## config.mk

```make
export PLATFORM = sky130hd
export DESIGN_NAME = envelope_detector_top
export DESIGN_NICKNAME = d
export VERILOG_FILES = /design/src/hw/detect_pkg.sv /design/src/hw/dsp_pkg.sv /design/src/hw/envelope_detector_top.sv /design/src/hw/level_detector.sv /design/src/hw/moving_average_unsign.sv /design/src/hw/sample_rectifier.sv /design/src/hw/bram_infer.sv
export SDC_FILE = /design/constraint.sdc
export NUM_CORES = 1
export LEC_CHECK = 0
export BUFFER_PORTS_ARGS = -buffer_cell sky130_fd_sc_hd__buf_2
export CORE_MARGIN = 1.5
export CORE_UTILIZATION = 66
export DETAILED_ROUTE_END_ITERATION = 7
export GPL_ROUTABILITY_DRIVEN = 0
export PLACE_DENSITY = 0.95
export SLEW_MARGIN = 20
export SYNTH_ARGS = -nofsm -noshare
export SYNTH_HDL_FRONTEND = slang
export SYNTH_HIERARCHICAL = 1
export SYNTH_SLANG_ARGS = --single-unit
```

## constraint.sdc

```tcl
create_clock -name clk -period 9 [get_ports clk]
set_input_delay 1.35 -clock clk [delete_from_list [all_inputs] [get_ports clk]]
set_output_delay 1.35 -clock clk [all_outputs]
set_load 0.005 [all_outputs]
```

## src/hw/detect_pkg.sv

```systemverilog
// Types used by the threshold detector and its checker.
package detect_pkg;

    // Hysteresis state of the level detector.
    // Entry and exit use separate thresholds.
    // The detect output is high while the state is det_active.
    typedef enum logic {
        det_idle   = 1'b0,  // Waiting for avg to reach thresh_on.
        det_active = 1'b1   // Waiting for avg to drop below thresh_off.
    } det_state_e;

endpackage

```

## src/hw/dsp_pkg.sv

```systemverilog
// Types used by the signal processing stages of the envelope detector.
package dsp_pkg;

    // Output scaling of the moving average.
    // The sum is divided by a power-of-two window length.
    // So only the low log2(window) bits of the sum form the fraction.
    typedef enum logic [1:0] {
        approx_truncate = 2'd0,  // Fraction is dropped.
        approx_nearest  = 2'd1   // Fraction of one half or more rounds up.
    } approx_e;

endpackage
```

## src/hw/envelope_detector_top.sv

```systemverilog
`timescale 1ns/1ps

// Envelope detector: rectifier, moving average, hysteresis detector.
// An input sample gives avg_valid after 5 cycles and a detect update after 6.
module envelope_detector_top import dsp_pkg::*; #(
    parameter int      SAMPLE_WIDTH = 16,
    parameter int      WINDOW_LEN   = 16,  // Power of two.
    parameter approx_e APPROX       = approx_nearest
) (
    input  logic                           clk,
    input  logic                           rst,
    input  logic signed [SAMPLE_WIDTH-1:0] sample,
    input  logic                           sample_valid,
    input  logic signed [SAMPLE_WIDTH-1:0] offset,
    input  logic        [SAMPLE_WIDTH-1:0] thresh_on,
    input  logic        [SAMPLE_WIDTH-1:0] thresh_off,
    output logic        [SAMPLE_WIDTH-1:0] avg,
    output logic                           avg_valid,
    output logic                           detect,
    output logic                           rise,
    output logic                           fall
);

    logic [SAMPLE_WIDTH-1:0] mag;
    logic                    mag_valid;

    sample_rectifier #(
        .SAMPLE_WIDTH (SAMPLE_WIDTH)
    ) u_rect (
        .clk          (clk),
        .rst          (rst),
        .sample       (sample),
        .sample_valid (sample_valid),
        .offset       (offset),
        .mag          (mag),
        .mag_valid    (mag_valid)
    );

    moving_average_unsign #(
        .SAMPLE_WIDTH (SAMPLE_WIDTH),
        .WINDOW_LEN   (WINDOW_LEN),
        .APPROX       (APPROX)
    ) u_avg (
        .clk        (clk),
        .rst        (rst),
        .din        (mag),
        .din_valid  (mag_valid),
        .dout       (avg),
        .dout_valid (avg_valid)
    );

    // State is reached hierarchically by the testbench.
    level_detector #(
        .SAMPLE_WIDTH (SAMPLE_WIDTH)
    ) u_det (
        .clk        (clk),
        .rst        (rst),
        .avg        (avg),
        .avg_valid  (avg_valid),
        .thresh_on  (thresh_on),
        .thresh_off (thresh_off),
        .detect     (detect),
        .rise       (rise),
        .fall       (fall),
        .state      ()
    );

endmodule

```

## src/hw/level_detector.sv

```systemverilog
`timescale 1ns/1ps

// Threshold detector with hysteresis on the averaged envelope.
// State, detect and the edge pulses change one cycle after avg_valid.
module level_detector import detect_pkg::*; #(
    parameter int SAMPLE_WIDTH = 16
) (
    input  logic                    clk,
    input  logic                    rst,
    input  logic [SAMPLE_WIDTH-1:0] avg,
    input  logic                    avg_valid,
    input  logic [SAMPLE_WIDTH-1:0] thresh_on,
    input  logic [SAMPLE_WIDTH-1:0] thresh_off,
    output logic                    detect,
    output logic                    rise,
    output logic                    fall,
    output det_state_e              state
);

    det_state_e state_r;
    det_state_e state_nxt;
    logic       go_on;    // Entry condition.
    logic       go_off;   // Exit condition.

    assign go_on  = avg_valid && (avg >= thresh_on);
    assign go_off = avg_valid && (avg < thresh_off);

    always_comb begin
        state_nxt = state_r;
        case (state_r)
            det_idle: begin
                if (go_on) begin
                    state_nxt = det_active;
                end
            end
            det_active: begin
                if (go_off) begin
                    state_nxt = det_idle;
                end
            end
            default: begin
                state_nxt = det_idle;
            end
        endcase
    end

    always_ff @(posedge clk) begin
        if (rst) begin
            state_r <= det_idle;
            rise    <= 1'b0;
            fall    <= 1'b0;
        end else begin
            state_r <= state_nxt;
            rise    <= (state_r == det_idle) && (state_nxt == det_active);
            fall    <= (state_r == det_active) && (state_nxt == det_idle);
        end
    end

    // Level output follows the state register directly.
    assign detect = (state_r == det_active);
    assign state  = state_r;

endmodule

```

## src/hw/moving_average_unsign.sv

```systemverilog
`timescale 1ns/1ps

// Moving average of an unsigned stream over a power-of-two window.
// A RAM delay line feeds a comb stage, and an integrator follows.
// Output valid comes 4 cycles after the input strobe.
module moving_average_unsign import dsp_pkg::*; #(
    parameter int      SAMPLE_WIDTH = 16,
    parameter int      WINDOW_LEN   = 16,
    parameter approx_e APPROX       = approx_nearest
) (
    input  logic                    clk,
    input  logic                    rst,
    input  logic [SAMPLE_WIDTH-1:0] din,
    input  logic                    din_valid,
    output logic [SAMPLE_WIDTH-1:0] dout,
    output logic                    dout_valid
);

    localparam int LOG_W = $clog2(WINDOW_LEN);
    localparam int SUM_W = SAMPLE_WIDTH + LOG_W;

    logic [LOG_W-1:0]        w_addr;
    logic [LOG_W-1:0]        w_addr_d1;   // Write is one cycle behind the read.
    logic [LOG_W:0]          fill_cnt;    // Saturates at WINDOW_LEN.
    logic                    filled;

    logic                    valid_s1, valid_s2, valid_s3;
    logic                    full_s1, full_s2;
    logic [SAMPLE_WIDTH-1:0] din_s1, din_s2;
    logic [SAMPLE_WIDTH-1:0] old_val;     // Sample leaving the window.
    logic [SAMPLE_WIDTH-1:0] old_sel;

    logic signed [SAMPLE_WIDTH:0] comb;
    logic [SUM_W-1:0]        integ;
    logic [SAMPLE_WIDTH-1:0] quot;
    logic                    dout_valid_r;

    assign filled = fill_cnt[LOG_W];

    always_ff @(posedge clk) begin
        if (rst) begin
            w_addr   <= '0;
            fill_cnt <= '0;
        end else if (din_valid) begin
            w_addr <= w_addr + 1'b1;
            if (!filled) begin
                fill_cnt <= fill_cnt + 1'b1;
            end
        end
    end

    // Slot w_addr still holds the sample from WINDOW_LEN inputs ago.
    bram_infer #(
        .N_ADDR     (WINDOW_LEN),
        .DATA_WIDTH (SAMPLE_WIDTH)
    ) u_dly (
        .clk  (clk),
        .wen  (valid_s1),
        .ren  (din_valid),
        .wadd (w_addr_d1),
        .radd (w_addr),
        .win  (din_s1),
        .wout (old_val)
    );

    // Stages 1 and 2 follow the RAM read latency.
    always_ff @(posedge clk) begin
        w_addr_d1 <= w_addr;
        din_s1    <= din;
        din_s2    <= din_s1;
        full_s1   <= filled;
        full_s2   <= full_s1;
        if (rst) begin
            valid_s1 <= 1'b0;
            valid_s2 <= 1'b0;
            valid_s3 <= 1'b0;
        end else begin
            valid_s1 <= din_valid;
            valid_s2 <= valid_s1;
            valid_s3 <= valid_s2;
        end
    end

    assign old_sel = full_s2 ? old_val : '0;  // Stale RAM ignored while filling.

    always_ff @(posedge clk) begin
        if (valid_s2) begin
            comb <= $signed({1'b0, din_s2}) - $signed({1'b0, old_sel});
        end
    end

    always_ff @(posedge clk) begin
        if (rst) begin
            integ        <= '0;
            dout_valid_r <= 1'b0;
        end else begin
            dout_valid_r <= valid_s3;
            if (valid_s3) begin
                integ <= integ + SUM_W'(comb);  // Sign extended difference.
            end
        end
    end

    assign quot = integ[SUM_W-1:LOG_W];

    always_comb begin
        if (APPROX == approx_nearest && integ[LOG_W-1] && quot != '1) begin
            dout = quot + 1'b1;  // Half up, held at full scale.
        end else begin
            dout = quot;
        end
    end

    assign dout_valid = dout_valid_r;

endmodule

```

## src/hw/sample_rectifier.sv

```systemverilog
`timescale 1ns/1ps

// Removes a DC offset from a signed sample and returns its magnitude.
module sample_rectifier #(
    parameter int SAMPLE_WIDTH = 16
) (
    input  logic                           clk,
    input  logic                           rst,
    input  logic signed [SAMPLE_WIDTH-1:0] sample,
    input  logic                           sample_valid,
    input  logic signed [SAMPLE_WIDTH-1:0] offset,
    output logic        [SAMPLE_WIDTH-1:0] mag,
    output logic                           mag_valid
);

    localparam logic signed [SAMPLE_WIDTH-1:0] SAT_MAX = {1'b0, {(SAMPLE_WIDTH-1){1'b1}}};
    localparam logic signed [SAMPLE_WIDTH-1:0] SAT_MIN = {1'b1, {(SAMPLE_WIDTH-1){1'b0}}};

    logic signed [SAMPLE_WIDTH:0]   diff;     // One guard bit.
    logic signed [SAMPLE_WIDTH-1:0] sat;
    logic        [SAMPLE_WIDTH-1:0] abs_val;

    always_comb begin
        diff = sample - offset;
        if (diff[SAMPLE_WIDTH] != diff[SAMPLE_WIDTH-1]) begin
            sat = diff[SAMPLE_WIDTH] ? SAT_MIN : SAT_MAX;  // Clamp on overflow.
        end else begin
            sat = diff[SAMPLE_WIDTH-1:0];
        end
        // Most negative value maps to 2**(SAMPLE_WIDTH-1), still in range.
        abs_val = sat[SAMPLE_WIDTH-1] ? (~sat + 1'b1) : sat;
    end

    always_ff @(posedge clk) begin
        mag <= abs_val;
        if (rst) begin
            mag_valid <= 1'b0;
        end else begin
            mag_valid <= sample_valid;
        end
    end

endmodule

```

## src/hw/bram_infer.sv

```systemverilog
`timescale 1ns/1ps

// Simple dual-port RAM, one write port and one read port.
// The read address and the read data are both registered.
// Data appears two cycles after radd is presented with ren high.
module bram_infer #(
    parameter int N_ADDR     = 16,
    parameter int DATA_WIDTH = 16
) (
    input  logic                      clk,
    input  logic                      wen,
    input  logic                      ren,
    input  logic [$clog2(N_ADDR)-1:0] wadd,
    input  logic [$clog2(N_ADDR)-1:0] radd,
    input  logic [DATA_WIDTH-1:0]     win,
    output logic [DATA_WIDTH-1:0]     wout
);

    localparam int ADDR_W = $clog2(N_ADDR);

    logic [DATA_WIDTH-1:0] mem [N_ADDR];
    logic [ADDR_W-1:0]     radd_r;   // Read address register.
    logic [DATA_WIDTH-1:0] rdata_r;  // Output register.

    always_ff @(posedge clk) begin
        if (wen) begin
            mem[wadd] <= win;
        end
        if (ren) begin
            radd_r <= radd;
        end
        // Read before write when both ports hit one address.
        rdata_r <= mem[radd_r];
    end

    assign wout = rdata_r;

endmodule

```

**Word level (Yosys, flattened, before mapping)**

Memory sizes are Yosys's and may differ from the RTL's. A register that Yosys moved wholly into a read port is not among the register bits.
Cells that the tools add are included.

- Register bits: 112
- RAM bits: 256
- Input bits: 67
- Output and inout port bits: 20
- Logic and storage cells: 54
- Memories: 1

Memory list:

| name | depth | bits a word | rd ports | clocked after memory_dff | write ports | RTL line | text |
|---|---|---|---|---|---|---|---|
| u_avg.u_dly.mem | 16 | 16 | 1 | 1 | 1 | bram_infer.sv:21 | `logic [DATA_WIDTH-1:0] mem [N_ADDR];` |

- $add $sub $neg: 7
- Order comparisons: 2
- Equality and inequality tests: 2
- Multiplexer cells: 11
- Bitwise operators: 4
- Reduce and logical (&&, ||, !) cells: 6

Operators by type and width:

| cell | count |
|---|---|
| $mux 16 | 4 |
| $sub 16x16->17 | 2 |
| $add 16x1->16 const B | 2 |
| $add 20x20->20 | 1 |
| $ge 16x16->1 | 1 |
| $lt 16x16->1 | 1 |
| $ne 16x16->1 const B | 1 |
| $not 16->16 | 1 |
| $mux 15 | 1 |
| $add 5x1->5 const B | 1 |
| $logic_and 1x1->1 | 5 |
| $mux 5 | 1 |
| $add 4x1->4 const B | 1 |
| $mux 1 | 4 |
| $not 1->1 | 3 |
| $pmux 1 s2 | 1 |
| $reduce_and 2->1 | 1 |
| $ne 1x1->1 | 1 |

**Logic depth before layout (Yosys ltp)**

Gate-level depths: netlist (run 1).

- Depth in word-level cells: 9
- Depth in mapped cells: 23
- Mapped depth without buffers: 20

**Cells and area by module**

The synthesis (run 1) kept the hierarchy.

By module, submodules not included:

| module | times used | cells an instance | area an instance (µm²) | seq. area each (µm²) |
|---|---|---|---|---|
| bram_infer | 1 | 436 | 10163.5 | 8127.8 |
| moving_average_unsign | 1 | 470 | 4519.3 | 1931.9 |
| sample_rectifier | 1 | 237 | 1833.0 | 340.3 |
| level_detector | 1 | 114 | 879.6 | 60.1 |

**Worst setup path after synthesis (run 1)**

Ideal clock, no wire load.

- Path kind: input -> register
- Start: input offset[6]
- End: register u_rect.mag[14]
- Setup time: 0.072 ns
- Data arrival time: 5.423 ns
- Data required time: 8.928 ns
- Slack: 3.505 ns
- Stages: 23
- Buffers on the path: 3
- Cell sequence: inv_1 -> ha_1 -> buf_6 -> a21oi_1 -> o21ai_0 -> a221oi_1 -> a21oi_1 -> o21a_1 -> o21ai_0 -> nand2b_1 -> xor2_1 -> ha_1 -> clkbuf_1 -> clkbuf_1 -> nand2_1 -> o21ai_0 -> ha_1 -> nand2_1 -> a2bb2oi_1 -> nor4_4 -> nand4b_1 -> o41ai_2 -> xnor2_1

- Cells in the longest elaborated chain, start to end: 6
- Elaborated cells between the ends (all ways): 7
- Classes of those cells: add/sub: 2; eq/ne: 1; mux: 3; bitwise: 1

RTL lines:

| item | RTL line | text |
|---|---|---|
| from (decl) | envelope_detector_top.sv:14 | `input logic signed [SAMPLE_WIDTH-1:0] offset,` |
| $sub 16x16->17 (*) | sample_rectifier.sv:24 | `diff = sample - offset;` |
| $mux 16 or $ne 1x1->1 (tied branches) | sample_rectifier.sv:26, sample_rectifier.sv:25 |  |
| $mux 16 (*) | sample_rectifier.sv:25 | `if (diff[SAMPLE_WIDTH] != diff[SAMPLE_WIDTH-1]) begin` |
| $not 16->16 | sample_rectifier.sv:31 | `abs_val = sat[SAMPLE_WIDTH-1] ? (~sat + 1'b1) : sat;` |
| $add 16x1->16 | sample_rectifier.sv:31 |  |
| $mux 15 (*) | sample_rectifier.sv:31 |  |
| net u_rect.abs_val[14] | sample_rectifier.sv:21 | `logic [SAMPLE_WIDTH-1:0] abs_val;` |
| to (signal assigned) | sample_rectifier.sv:35 | `mag <= abs_val;` |
| to (decl) | sample_rectifier.sv:12 | `output logic [SAMPLE_WIDTH-1:0] mag,` |

The timed path passes the listed nets; every way through them passes the cells marked *.
A chain may end at the register's enable or synchronous reset.

**Worst setup path after layout (run 1)**

- Start: input offset[6]
- End: register u_rect.mag[11]

The elaborated chain is that of the path after synthesis.

==> run summary, run 1 <==
The logs give 59 for the number of rows created at floorplan and 4.68 mW for the total power. After detailed routing, the number of remaining DRC violations is 0. The maximum fanout along the worst path came out at 25. The finished layout holds 1718 standard cells, fillers aside. The logs give 0.669 for the initial core utilization and 1514 for the number of nets at the end of the flow. For this design, the sink count on the clock tree is 384. Once detail routing completed, the nets flagged for antenna violations numbered 0.

Clock latency on the worst-skew pair, taken at its later pin, is 0.53 ns. The pin count of the biggest net entering global routing is 65, and the time the worst path needs with I/O delays and setup is 5.95 ns. The kind of start point of the critical path is an input port. The layout-stage area growth over the synthesis result came out at 11.1%. The number of primary I/O pins was 87. Setup repair after global routing left no endpoint under its margin. The run finished with clean final reports.

The share of final-layout standard cells stronger than drive strength 1 was 0.176; the final count of pins violating max slew was 0. TritonCTS built the clock tree. The total power density per cell area was 242 nW/um2; the cell count after synthesis was 1256. The number of fill cells in the layout is 1456, and the number of setup violations in the final report is 0.

For the instance count after placement with tap cells included, the log shows 1653. For this run, the detailed router's first-pass iteration total came to 5. After global routing the overflow that remains totals 0. The tree is rooted in a sky130_fd_sc_hd__clkbuf_16. The logs give 0.317 for the total global routing track utilization and 0.168 GHz for the highest achievable clock rate.

Width of the die: 165 um. The final routed wire length divided by cell count is 24.5 um. The total negative slack for setup checks is 0 ns, and the via count of the first global-routing pass is 11300. The full die area was 27300 um2. The number of vias per cell was 6.77; the starting DRC count in detailed routing was 1425. The logs give 0.176 mV for the worst vdd rail ir drop and 0 for the number of buffers added for setup after CTS. The number of nets in the synthesized netlist is 1414.

The tools report the worst setup skew after layout as 0.0191 ns. The number of diodes came out at 0. During placement, the flow inserted port buffers numbering 86.

CTS clock-pin slew for the worst setup and hold paths: 0.06 ns. Maximum count of clock buffers along a single path: 3. The period utilization is 0.661.

The per-instance average area after synthesis is 13.8 um2, and the core region area is 26000 um2. For this run, the number of Yosys warnings is 6. The number of hold buffers added after CTS was 0.

By startpoint and endpoint, the worst setup path is classified as in2reg. After legalization and detailed placement, the total HPWL measured 24900 um. The path class of the tightest hold or removal check is reg2reg. The worst max-slew margin expressed relative to the limit was 0.229.

Buffers inserted during clock tree synthesis total 36. The deepest level of the CTS H-tree came out at 2. At the pin with the least slew margin, the transition time is 1.15 ns. Summed over all cells, the static leakage comes to 7.25 nW. At the worst endpoint, the required time is 9.38 ns. After clock tree synthesis, the repair step resized 0 gates. For this block, the via count after detailed routing is 11600. The synthesized netlist occupies a cell area of 17400 um2. The number of failing hold endpoints at the final stage is 0. The die extent in y is 165 um, and the global-route wire length before repair is 64200 um. Number of antenna violations at the first check in global routing: 0.

STA classifies the critical path endpoint as a flop. The logs give 42000 um for the routed wire length and 6.33 ns for the data arrival time at the worst-slack endpoint. The number of violations of the max-capacitance limit is 0.
[per-stage QoR]
| step | cell area, um2 | setup WS (ns) | hold slack, ns | utilization |
|---|---|---|---|---|
| after detailed placement | 18200 | 2.83 | 0.312 | 0.700 |
| after global placement | 18200 | 3.08 | 0.310 | 0.700 |
| after global routing | 19300 | 2.68 | 0.331 | 0.743 |
| after floorplan | 17400 | 3.50 | 0.310 | - |
| after CTS | 19300 | 3.24 | 0.327 | 0.743 |
| final | 19300 | 3.05 | 0.327 | 0.743 |
[critical path: stages]
cell                       delay (ns)
sky130_fd_sc_hd__buf_2           0.07
sky130_fd_sc_hd__inv_1           0.03
sky130_fd_sc_hd__ha_1            0.40
sky130_fd_sc_hd__a21oi_1         0.24
sky130_fd_sc_hd__o21ai_0         0.12
sky130_fd_sc_hd__a221oi_1        0.48
sky130_fd_sc_hd__a21oi_1         0.15
sky130_fd_sc_hd__o21a_1          0.22
sky130_fd_sc_hd__o21ai_0         0.14
sky130_fd_sc_hd__nand2b_1        0.12
sky130_fd_sc_hd__xor2_1          0.16
sky130_fd_sc_hd__ha_1            0.75
sky130_fd_sc_hd__inv_1           0.29
sky130_fd_sc_hd__a211oi_1        0.58
sky130_fd_sc_hd__nand4_1         0.36
sky130_fd_sc_hd__nor4b_4         0.44
sky130_fd_sc_hd__mux2i_1         0.33
sky130_fd_sc_hd__o21ai_1         0.10
[power breakdown]
part           total [mW]  leakage, nW  switching [mW]  internal [mW]
logic               0.774         3.32           0.468          0.306
registers            2.45         3.38           0.233           2.22
clock network        1.45        0.553           0.647          0.806
[layout by cell type, fill, tap and decap left out, types with 4 or more instances in the layout]
cell type,n
sky130_fd_sc_hd__nand3b_1,6
sky130_fd_sc_hd__mux4_2,54
sky130_fd_sc_hd__a22oi_1,34
sky130_fd_sc_hd__nand4_1,11
sky130_fd_sc_hd__nand2_1,86
sky130_fd_sc_hd__ha_1,88
sky130_fd_sc_hd__dfxtp_1,106
sky130_fd_sc_hd__a31oi_1,8
sky130_fd_sc_hd__o211ai_1,8
sky130_fd_sc_hd__buf_2,86
sky130_fd_sc_hd__nor2b_1,15
sky130_fd_sc_hd__o21ai_1,11
sky130_fd_sc_hd__edfxtp_1,277
sky130_fd_sc_hd__clkbuf_16,37
sky130_fd_sc_hd__o21ai_0,26
sky130_fd_sc_hd__o22ai_1,6
sky130_fd_sc_hd__clkinv_2,8
sky130_fd_sc_hd__xnor2_1,31
sky130_fd_sc_hd__nand3_1,21
sky130_fd_sc_hd__inv_1,71
sky130_fd_sc_hd__nor2_1,81
sky130_fd_sc_hd__clkbuf_8,5
sky130_fd_sc_hd__a21o_1,18
sky130_fd_sc_hd__mux4_1,10
sky130_fd_sc_hd__xor2_1,22
sky130_fd_sc_hd__and2_1,9
sky130_fd_sc_hd__nand2b_1,14
sky130_fd_sc_hd__a211oi_1,12
sky130_fd_sc_hd__and3_1,8
sky130_fd_sc_hd__a21oi_1,48
sky130_fd_sc_hd__clkbuf_1,12
sky130_fd_sc_hd__o21a_1,8
sky130_fd_sc_hd__mux2i_1,16
sky130_fd_sc_hd__and4_1,4
sky130_fd_sc_hd__buf_4,19
sky130_fd_sc_hd__nor3_1,15
sky130_fd_sc_hd__nor3b_1,6
[state kept, by name, summed over array words and instances (netlist names), 4 cells and up]
name and flops:
u_avg/u_dly/mem 256, u_avg/integ 20, u_avg/comb 17, u_avg/din_s1 16
u_avg/din_s2 16, u_avg/u_dly/wout 16, u_rect/mag 16, u_avg/fill_cnt 5
u_avg/u_dly/radd_r 4, u_avg/w_addr 4, u_avg/w_addr_d1 4
[path summary, 6_finish.rpt]
kind                  startpoint                to  slack, ns  cells after the start
setup reg to reg  u_avg/integ[8]      u_det/detect       5.25                     12
hold reg to reg   u_rect/mag[14]  u_avg/din_s1[14]       0.33                      0
setup / recovery       offset[6]    u_rect/mag[11]       3.05                     18
hold / removal    u_rect/mag[14]  u_avg/din_s1[14]       0.33                      0
[routing by layer]
layer | GRT usage | vias up | routed length, um
met5 | 0 | - | 0
met4 | 0.147 | 0 | 1650
met3 | 0.0559 | 160 | 3900
met2 | 0.556 | 851 | 21800
met1 | 0.384 | 5618 | 14700
li1 | - | 4997 | -
[layout make-up]
class / instances / area (um2) / share of cell area
clock buffer: 54 / 1040 / 0.0538
inverter: 71 / 267 / 0.0138
clock inverter: 11 / 73.8 / 0.00382
sequential: 384 / 10500 / 0.542
tap: 335 / 419 / 0.0217
multi-input combinational: 758 / 6480 / 0.336
timing repair buffer: 105 / 573 / 0.0297
Note: power is estimated with default switching activity, not from simulation.
==> run 2, diff against run 1 <==
- CORE_UTILIZATION: 66 -> 61
- PLACE_DENSITY: 0.95 -> 0.89
- clock period: 9 -> 5.7 ns (I/O delays scaled with it)
==> run summary, run 2 (synthesis gave the netlist of run 1 again) <==
The flow ran to the end, and the final reports show no timing, DRC or antenna violations. Total congestion overflow: 0. TritonCTS built the clock tree. Along the worst path, the maximum fanout reaches 16. Entering global routing, the biggest net connects 65 pins.

The internal portion of the total power is 5.37 mW. The total power density per cell area is 383 nW/um2, and the switching power of the nets is 2.11 mW. For the core region area, the log shows 27900 um2. The total negative slack for setup checks came out at 0 ns.

The number of optimization iterations in the first detailed-route pass is 6, and the leakage power is 7.31 nW. The detailed router finished its first iteration with 1138 violations. The worst max-slew margin expressed relative to the limit was 0.261. The kind of start point of the critical path is an input port. The estimated wirelength of the detail-placed design was 24500 um. The tools report the fraction of power consumed by sequential logic as 0.515. The clock power share was 0.326; the final routed wire length divided by cell count was 22.6 um.

The total power is 7.48 mW. The tools report the number of primary I/O pins as 87. The number of failing hold endpoints at the final stage is 0. Walking the worst path, the cells encountered are buf_2, inv_1, ha_1, a21oi_1, o21ai_0, a221oi_1, a21oi_1, o21a_1, o21ai_0, nand2b_1, xor2_1, ha_1, or4b_2, o21ai_0, a211oi_2, nand3_2, nor4_4, nand4b_1, o41ai_2, xnor2_1. The tools report the number of antenna-violating nets in the routed design as 0. The DRC violation count after routing is 0.

Across the routed clock network, the largest skew measured is 0.0234 ns. The register with the most flip-flops in the layout has 256 of them. The final route contains 11300 vias. The largest registers in the layout are u_avg/u_dly/mem: 256 flops, u_avg/integ: 20 flops, u_avg/comb: 17 flops. The run gives 11200 as the via count of the first global-routing pass.

Leaving out fill and tap cells, the most frequent cell in the layout is sky130_fd_sc_hd__edfxtp_1. The logs give 1517 for the number of nets at the end of the flow and 1765 for the final cell count without fillers. Worst hold path class: reg2reg. After clock tree synthesis, the repair step resized 0 gates. Dividing the detail-routed via count by the number of cells gives 6.40. For the combinational share of power, the log shows 0.159. The delay of the slowest critical-path stage works out to 0.57 ns. Number of antenna violations at the first check in global routing: 0. The later pin in the worst-skew pair is clocked with a latency of 0.54 ns.

The tools report the full die area as 29500 um2. The number of buffers inserted for hold repair after clock tree synthesis came out at 0. The largest individual stage delay along the critical path comes from the cell sky130_fd_sc_hd__ha_1. OpenSTA, run right after detailed placement, puts the worst setup slack at 0.259 ns. The data arrival time at the worst-slack endpoint was 5.53 ns; the number of buffers added for setup after CTS was 0. The final count of pins violating max slew is 0. Across all setup checks in the final design, the least slack found is 0.631 ns.

Share of final-layout standard cells stronger than drive strength 1: 0.180. The area growth from synthesis to layout is 12.2%. The worst-margin pin slew was 1.10 ns; the TritonCTS buffer count was 37. In the layout the commonest cells are sky130_fd_sc_hd__edfxtp_1 (277), sky130_fd_sc_hd__dfxtp_1 (106), sky130_fd_sc_hd__ha_1 (88). Endpoint kind of the worst setup timing path: a flop.

STA puts the critical path data required time at 6.16 ns. The worst vdd rail ir drop was 0.277 mV; the number of buffers inserted by port buffering was 86. Clock tree synthesis found a total of 384 sinks. The period utilization was 0.889; the number of violations of the max-capacitance limit was 0.

The total global routing track utilization was 0.274; the deepest level of the CTS H-tree was 2. The die extent in y was 172 um; the initial core utilization was 0.622. Setup repair after global routing left no endpoint under its margin. The routed design has 39800 um of wire. The first global-routing pass estimated 61000 um of wire.

The number of antenna diodes in the final layout is 0. In this run, placement finished with an instance count of 1698. The CTS clock-pin slew for the worst setup and hold paths is 0.06 ns, and the share of total power consumed by net switching is 0.282. The width of the die came out at 172 um. Ranked by flip-flop count, first place goes to u_avg/u_dly/mem. The type of the worst setup path was in2reg. The number of rows created at floorplan is 61, and the maximum count of clock buffers along a single path is 3. Setup violations remaining at the end of the flow were counted as 0. For this run, the top clock speed supported by timing is 0.197 GHz.

The time the worst path needs with I/O delays and setup was 5.07 ns. The tree is rooted in a sky130_fd_sc_hd__clkbuf_16. The most numerous cell type found on the critical path is sky130_fd_sc_hd__o21ai_0.
[run 2: changes by cell type in the layout (fill, tap and decap cells not counted), moves of 2 or more]
cell	previous run	this run
sky130_fd_sc_hd__buf_4	19	21
sky130_fd_sc_hd__clkbuf_16	37	40
sky130_fd_sc_hd__clkinv_2	8	6
sky130_fd_sc_hd__clkbuf_1	12	9
[run 2: worst max-delay path: cells and delay by family]
kind | cells | cell delay (ns)
compound gates | 9 | 2.18
simple gates | 5 | 1.10
fa+ha+maj | 2 | 0.96
xor+xnor | 2 | 0.32
buf+inv | 2 | 0.10
[run 2: area by class of cell]
class | instances | area, um2
flip-flops and latches | 384 | 10500
repair buffers | 107 | 588
well taps | 378 | 473
fillers | 1708 | 8430
clock buffers | 55 | 1120
inverters | 71 | 267
clock inverters | 12 | 115
multi-input cells | 758 | 6480
[run 2: metal layers]
metal / up-vias / global-route usage / share of wire
met4: 0 / 0.138 / 0.047
li1: 5005 / - / -
met1: 5511 / 0.332 / 0.37
met5: - / 0 / 0
met2: 628 / 0.479 / 0.51
met3: 147 / 0.0428 / 0.073
[run 2: path summary, 6_finish.rpt]
| path | slack [ns] | start | end | cells after the start |
|---|---|---|---|---|
| setup reg to reg | 2.02 | u_avg/integ[8] | u_det/fall | 12 |
| hold reg to reg | 0.32 | u_rect/mag[12] | u_avg/din_s1[12] | 0 |
| setup / recovery | 0.63 | offset[6] | u_rect/mag[14] | 20 |
| hold / removal | 0.32 | u_rect/mag[12] | u_avg/din_s1[12] | 0 |
[run 2: power groups by stage]
| stage | Combinational (mW) | Sequential [mW] | Clock [mW] |
|---|---|---|---|
| 3_3_place_gp | 1.08 | 3.85 | 0 |
| 5_1_grt | 1.30 | 3.88 | 2.56 |
| 3_5_place_dp | 1.13 | 3.89 | 0 |
| 6_report | 1.19 | 3.85 | 2.44 |
| 4_1_cts | 1.17 | 3.85 | 2.45 |
| 2_1_floorplan | 0.896 | 3.72 | 0 |
[run 2: stage by stage]
step / hold slack, ns / utilization / area [um2]
after detailed placement: 0.312 / 0.654 / 18300
after CTS: 0.323 / 0.698 / 19500
after global routing: 0.332 / 0.698 / 19500
after global placement: 0.310 / 0.654 / 18300
final: 0.323 / 0.698 / 19500
after floorplan: 0.310 / - / 17400
==> run 3, diff against run 2 <==
- ABC_AREA: not set -> 1
- CORE_UTILIZATION: 61 -> 62
- PLACE_DENSITY: 0.89 -> 0.9
- SLEW_MARGIN: 20 -> not set
==> run summary, run 3 <==
The number of buffers inserted for hold repair after clock tree synthesis was 0. Share of final-layout standard cells stronger than drive strength 1: 0.0940. Tracing the worst setup path back leads to its startpoint at offset[2].

The number of rows created at floorplan was 64; the fraction of power consumed by sequential logic was 0.503. The launch point of the worst hold path is u_avg/full_s1. The worst max-slew margin expressed relative to the limit is 0.158, and the total global routing track utilization is 0.287.

Clock power share: 0.333. For the worst setup path, the data arrival time is 4.56 ns. TritonCTS built the clock tree. The run finished, with violations left. The cell count after synthesis was 2213. Setup repair after global routing left no endpoint under its margin. STA classifies the critical path startpoint as an input port. The final routed wire length divided by cell count is 17.2 um, and the total power is 7.65 mW. The full die area is 32300 um2. After clock tree synthesis, the repair step resized 0 gates. The DRC violation count after routing came out at 3. Combinational share of power: 0.163. The worst-margin pin slew is 1.26 ns, and the total standard cell area after synthesis is 19400 um2.

Summed over all nets, the half-perimeter wirelength after detailed placement is 28700 um. The share of total power consumed by net switching works out to 0.291. The number of violations of the max-capacitance limit is 0, and the per-instance average area after synthesis is 8.76 um2. During placement, the flow inserted port buffers numbering 86.

Counting along the longest clock path gives a buffer depth of 3. The clock tree synthesis step divided the H-tree into 2 levels. The logs give 2457 for the number of nets at the end of the flow and 0 for the number of failing hold endpoints at the final stage. The tools report the total negative slack for setup checks as 0 ns. The die extent in y works out to 180 um. Ranked by flip-flop count, first place goes to u_avg/u_dly/mem. Leaving out fill and tap cells, the most frequent cells in the layout are sky130_fd_sc_hd__nand2_1 (628), sky130_fd_sc_hd__inv_1 (390), sky130_fd_sc_hd__edfxtp_1 (277).

The maximum fanout along the worst path is 26. The vias after detailed routing is 15500. The tools report the highest achievable clock rate as 0.243 GHz. For the number of antenna violations at the first check in global routing, the log shows 0.

The origin of the critical flop-to-flop path was u_avg/integ[4]. The number of nets handed over by synthesis was 2371. Leaving out fill and tap cells, the most frequent cell in the layout is sky130_fd_sc_hd__nand2_1. The tools report the final core utilization as 0.697. The width of the die is 180 um, and the number of vias per cell is 5.70.

The first detailed-routing pass took 8 iterations. The cell at the root of the clock tree is sky130_fd_sc_hd__clkbuf_16. The number of antenna-violating nets in the routed design is 0, and the number of setup violations in the final report is 0. The worst setup skew after layout is 0.0121 ns, and the TritonCTS buffer count is 39.

The detailed router finished its first iteration with 1688 violations. The logs give 0.340 mV for the worst vdd rail ir drop and 5.42 mW for the internal cell power. The largest registers in the layout are u_avg/u_dly/mem: 256 flops, u_avg/integ: 20 flops, u_avg/comb: 17 flops. Counting every sink on the clock net gives 384. Subtracting the final worst setup slack from the clock period gives 4.12 ns. Via count of the first global-routing pass: 15500. The tightest min-delay check is of the reg2reg type.

Entering global routing, the biggest net connects 113 pins. The global-route wire length before repair is 75000 um. Global routing finished with a remaining overflow of 0.

For this design the ratio of total power to cell area is 358 nW/um2. The logs give 46800 um for the routed wire length and 10.1 nW for the leakage power. For the number of primary I/O pins, the log shows 87.

The period utilization came out at 0.723. The layout-stage area growth over the synthesis result is 10.3%. The final count of pins violating max slew was 0. For the worst setup path, the data required time is 6.14 ns. For this design the total switching power over the nets is 2.23 mW.

The register with the most flip-flops in the layout has 256 of them. The initial core utilization came out at 0.632. In this run the standard cell core region covers 30700 um2. The tools report the number of buffers added for setup after CTS as 0.

The CTS clock-pin slew for the worst setup and hold paths works out to 0.06 ns. The final reports fail on DRC. STA classifies the critical path endpoint as a flop. The critical path in this run is classified as in2reg. The number of diodes came out at 0. Yosys printed 6 warnings. The later pin in the worst-skew pair is clocked with a latency of 0.54 ns.
run 3: cell type report:
class / instances / area (um2)
Clock buffer: 56 / 1100
Clock inverter: 16 / 176
Fill cell: 2038 / 9290
Inverter: 402 / 1510
Multi-Input combinational cell: 1363 / 7030
Sequential cell: 384 / 10500
Tap cell: 396 / 495
Timing Repair Buffer: 109 / 603
run 3: final timing paths:
| kind | endpoint | slack, ns | depth (start not counted) |
|---|---|---|---|
| setup reg to reg | u_det/detect | 2.72 | 17 |
| setup / recovery | u_rect/mag[12] | 1.58 | 27 |
| hold reg to reg | u_avg/full_s2 | 0.32 | 0 |
| hold / removal | u_avg/full_s2 | 0.32 | 0 |
run 3: power groups by stage:
stage	Combinational, mW	Clock [mW]	Sequential (mW)
after CTS	1.22	2.57	3.84
after global routing	1.39	2.68	3.88
final	1.25	2.55	3.85
after floorplan	0.951	0	3.72
after global placement	1.14	0	3.87
after detailed placement	1.19	0	3.89
run 3: routing by layer:
metal,up-vias,routed length (um),global-route usage
met5,-,0,0
met4,0,2250,0.152
li1,7266,-,-
met2,898,23300,0.505
met3,217,4090,0.0454
met1,7162,17200,0.339
run 3: worst max-delay path, stage by stage:
cell                       delay [ns]
sky130_fd_sc_hd__buf_2           0.09
sky130_fd_sc_hd__inv_1           0.04
sky130_fd_sc_hd__ha_1            0.36
sky130_fd_sc_hd__nand2_1         0.11
sky130_fd_sc_hd__nand3_1         0.17
sky130_fd_sc_hd__nand2_1         0.07
sky130_fd_sc_hd__nand2_1         0.09
sky130_fd_sc_hd__nand3_1         0.08
sky130_fd_sc_hd__nand2_1         0.12
sky130_fd_sc_hd__a21oi_1         0.08
sky130_fd_sc_hd__o21bai_1        0.17
sky130_fd_sc_hd__xor2_1          0.21
sky130_fd_sc_hd__inv_1           0.07
sky130_fd_sc_hd__ha_1            0.50
sky130_fd_sc_hd__nand3_4         0.31
sky130_fd_sc_hd__o21ai_0         0.21
sky130_fd_sc_hd__inv_1           0.08
sky130_fd_sc_hd__ha_1            0.22
sky130_fd_sc_hd__and2_1          0.16
sky130_fd_sc_hd__nand3_1         0.11
sky130_fd_sc_hd__nor2_1          0.08
sky130_fd_sc_hd__nand2_2         0.10
sky130_fd_sc_hd__nand2_4         0.06
sky130_fd_sc_hd__nand2_1         0.07
sky130_fd_sc_hd__nand2_1         0.05
sky130_fd_sc_hd__nand2_1         0.05
sky130_fd_sc_hd__inv_1           0.04
run 3: stage by stage:
step | worst slack, ns | std cells | area (um2) | hold slack (ns)
finish | 1.58 | 2726 | 21400 | 0.325
floorplan | 1.67 | 2213 | 19400 | 0.310
global route | 1.14 | 2726 | 21400 | 0.327
global placement | 1.35 | 2654 | 20100 | 0.311
detailed placement | 1.14 | 2654 | 20100 | 0.312
CTS | 1.63 | 2726 | 21400 | 0.327
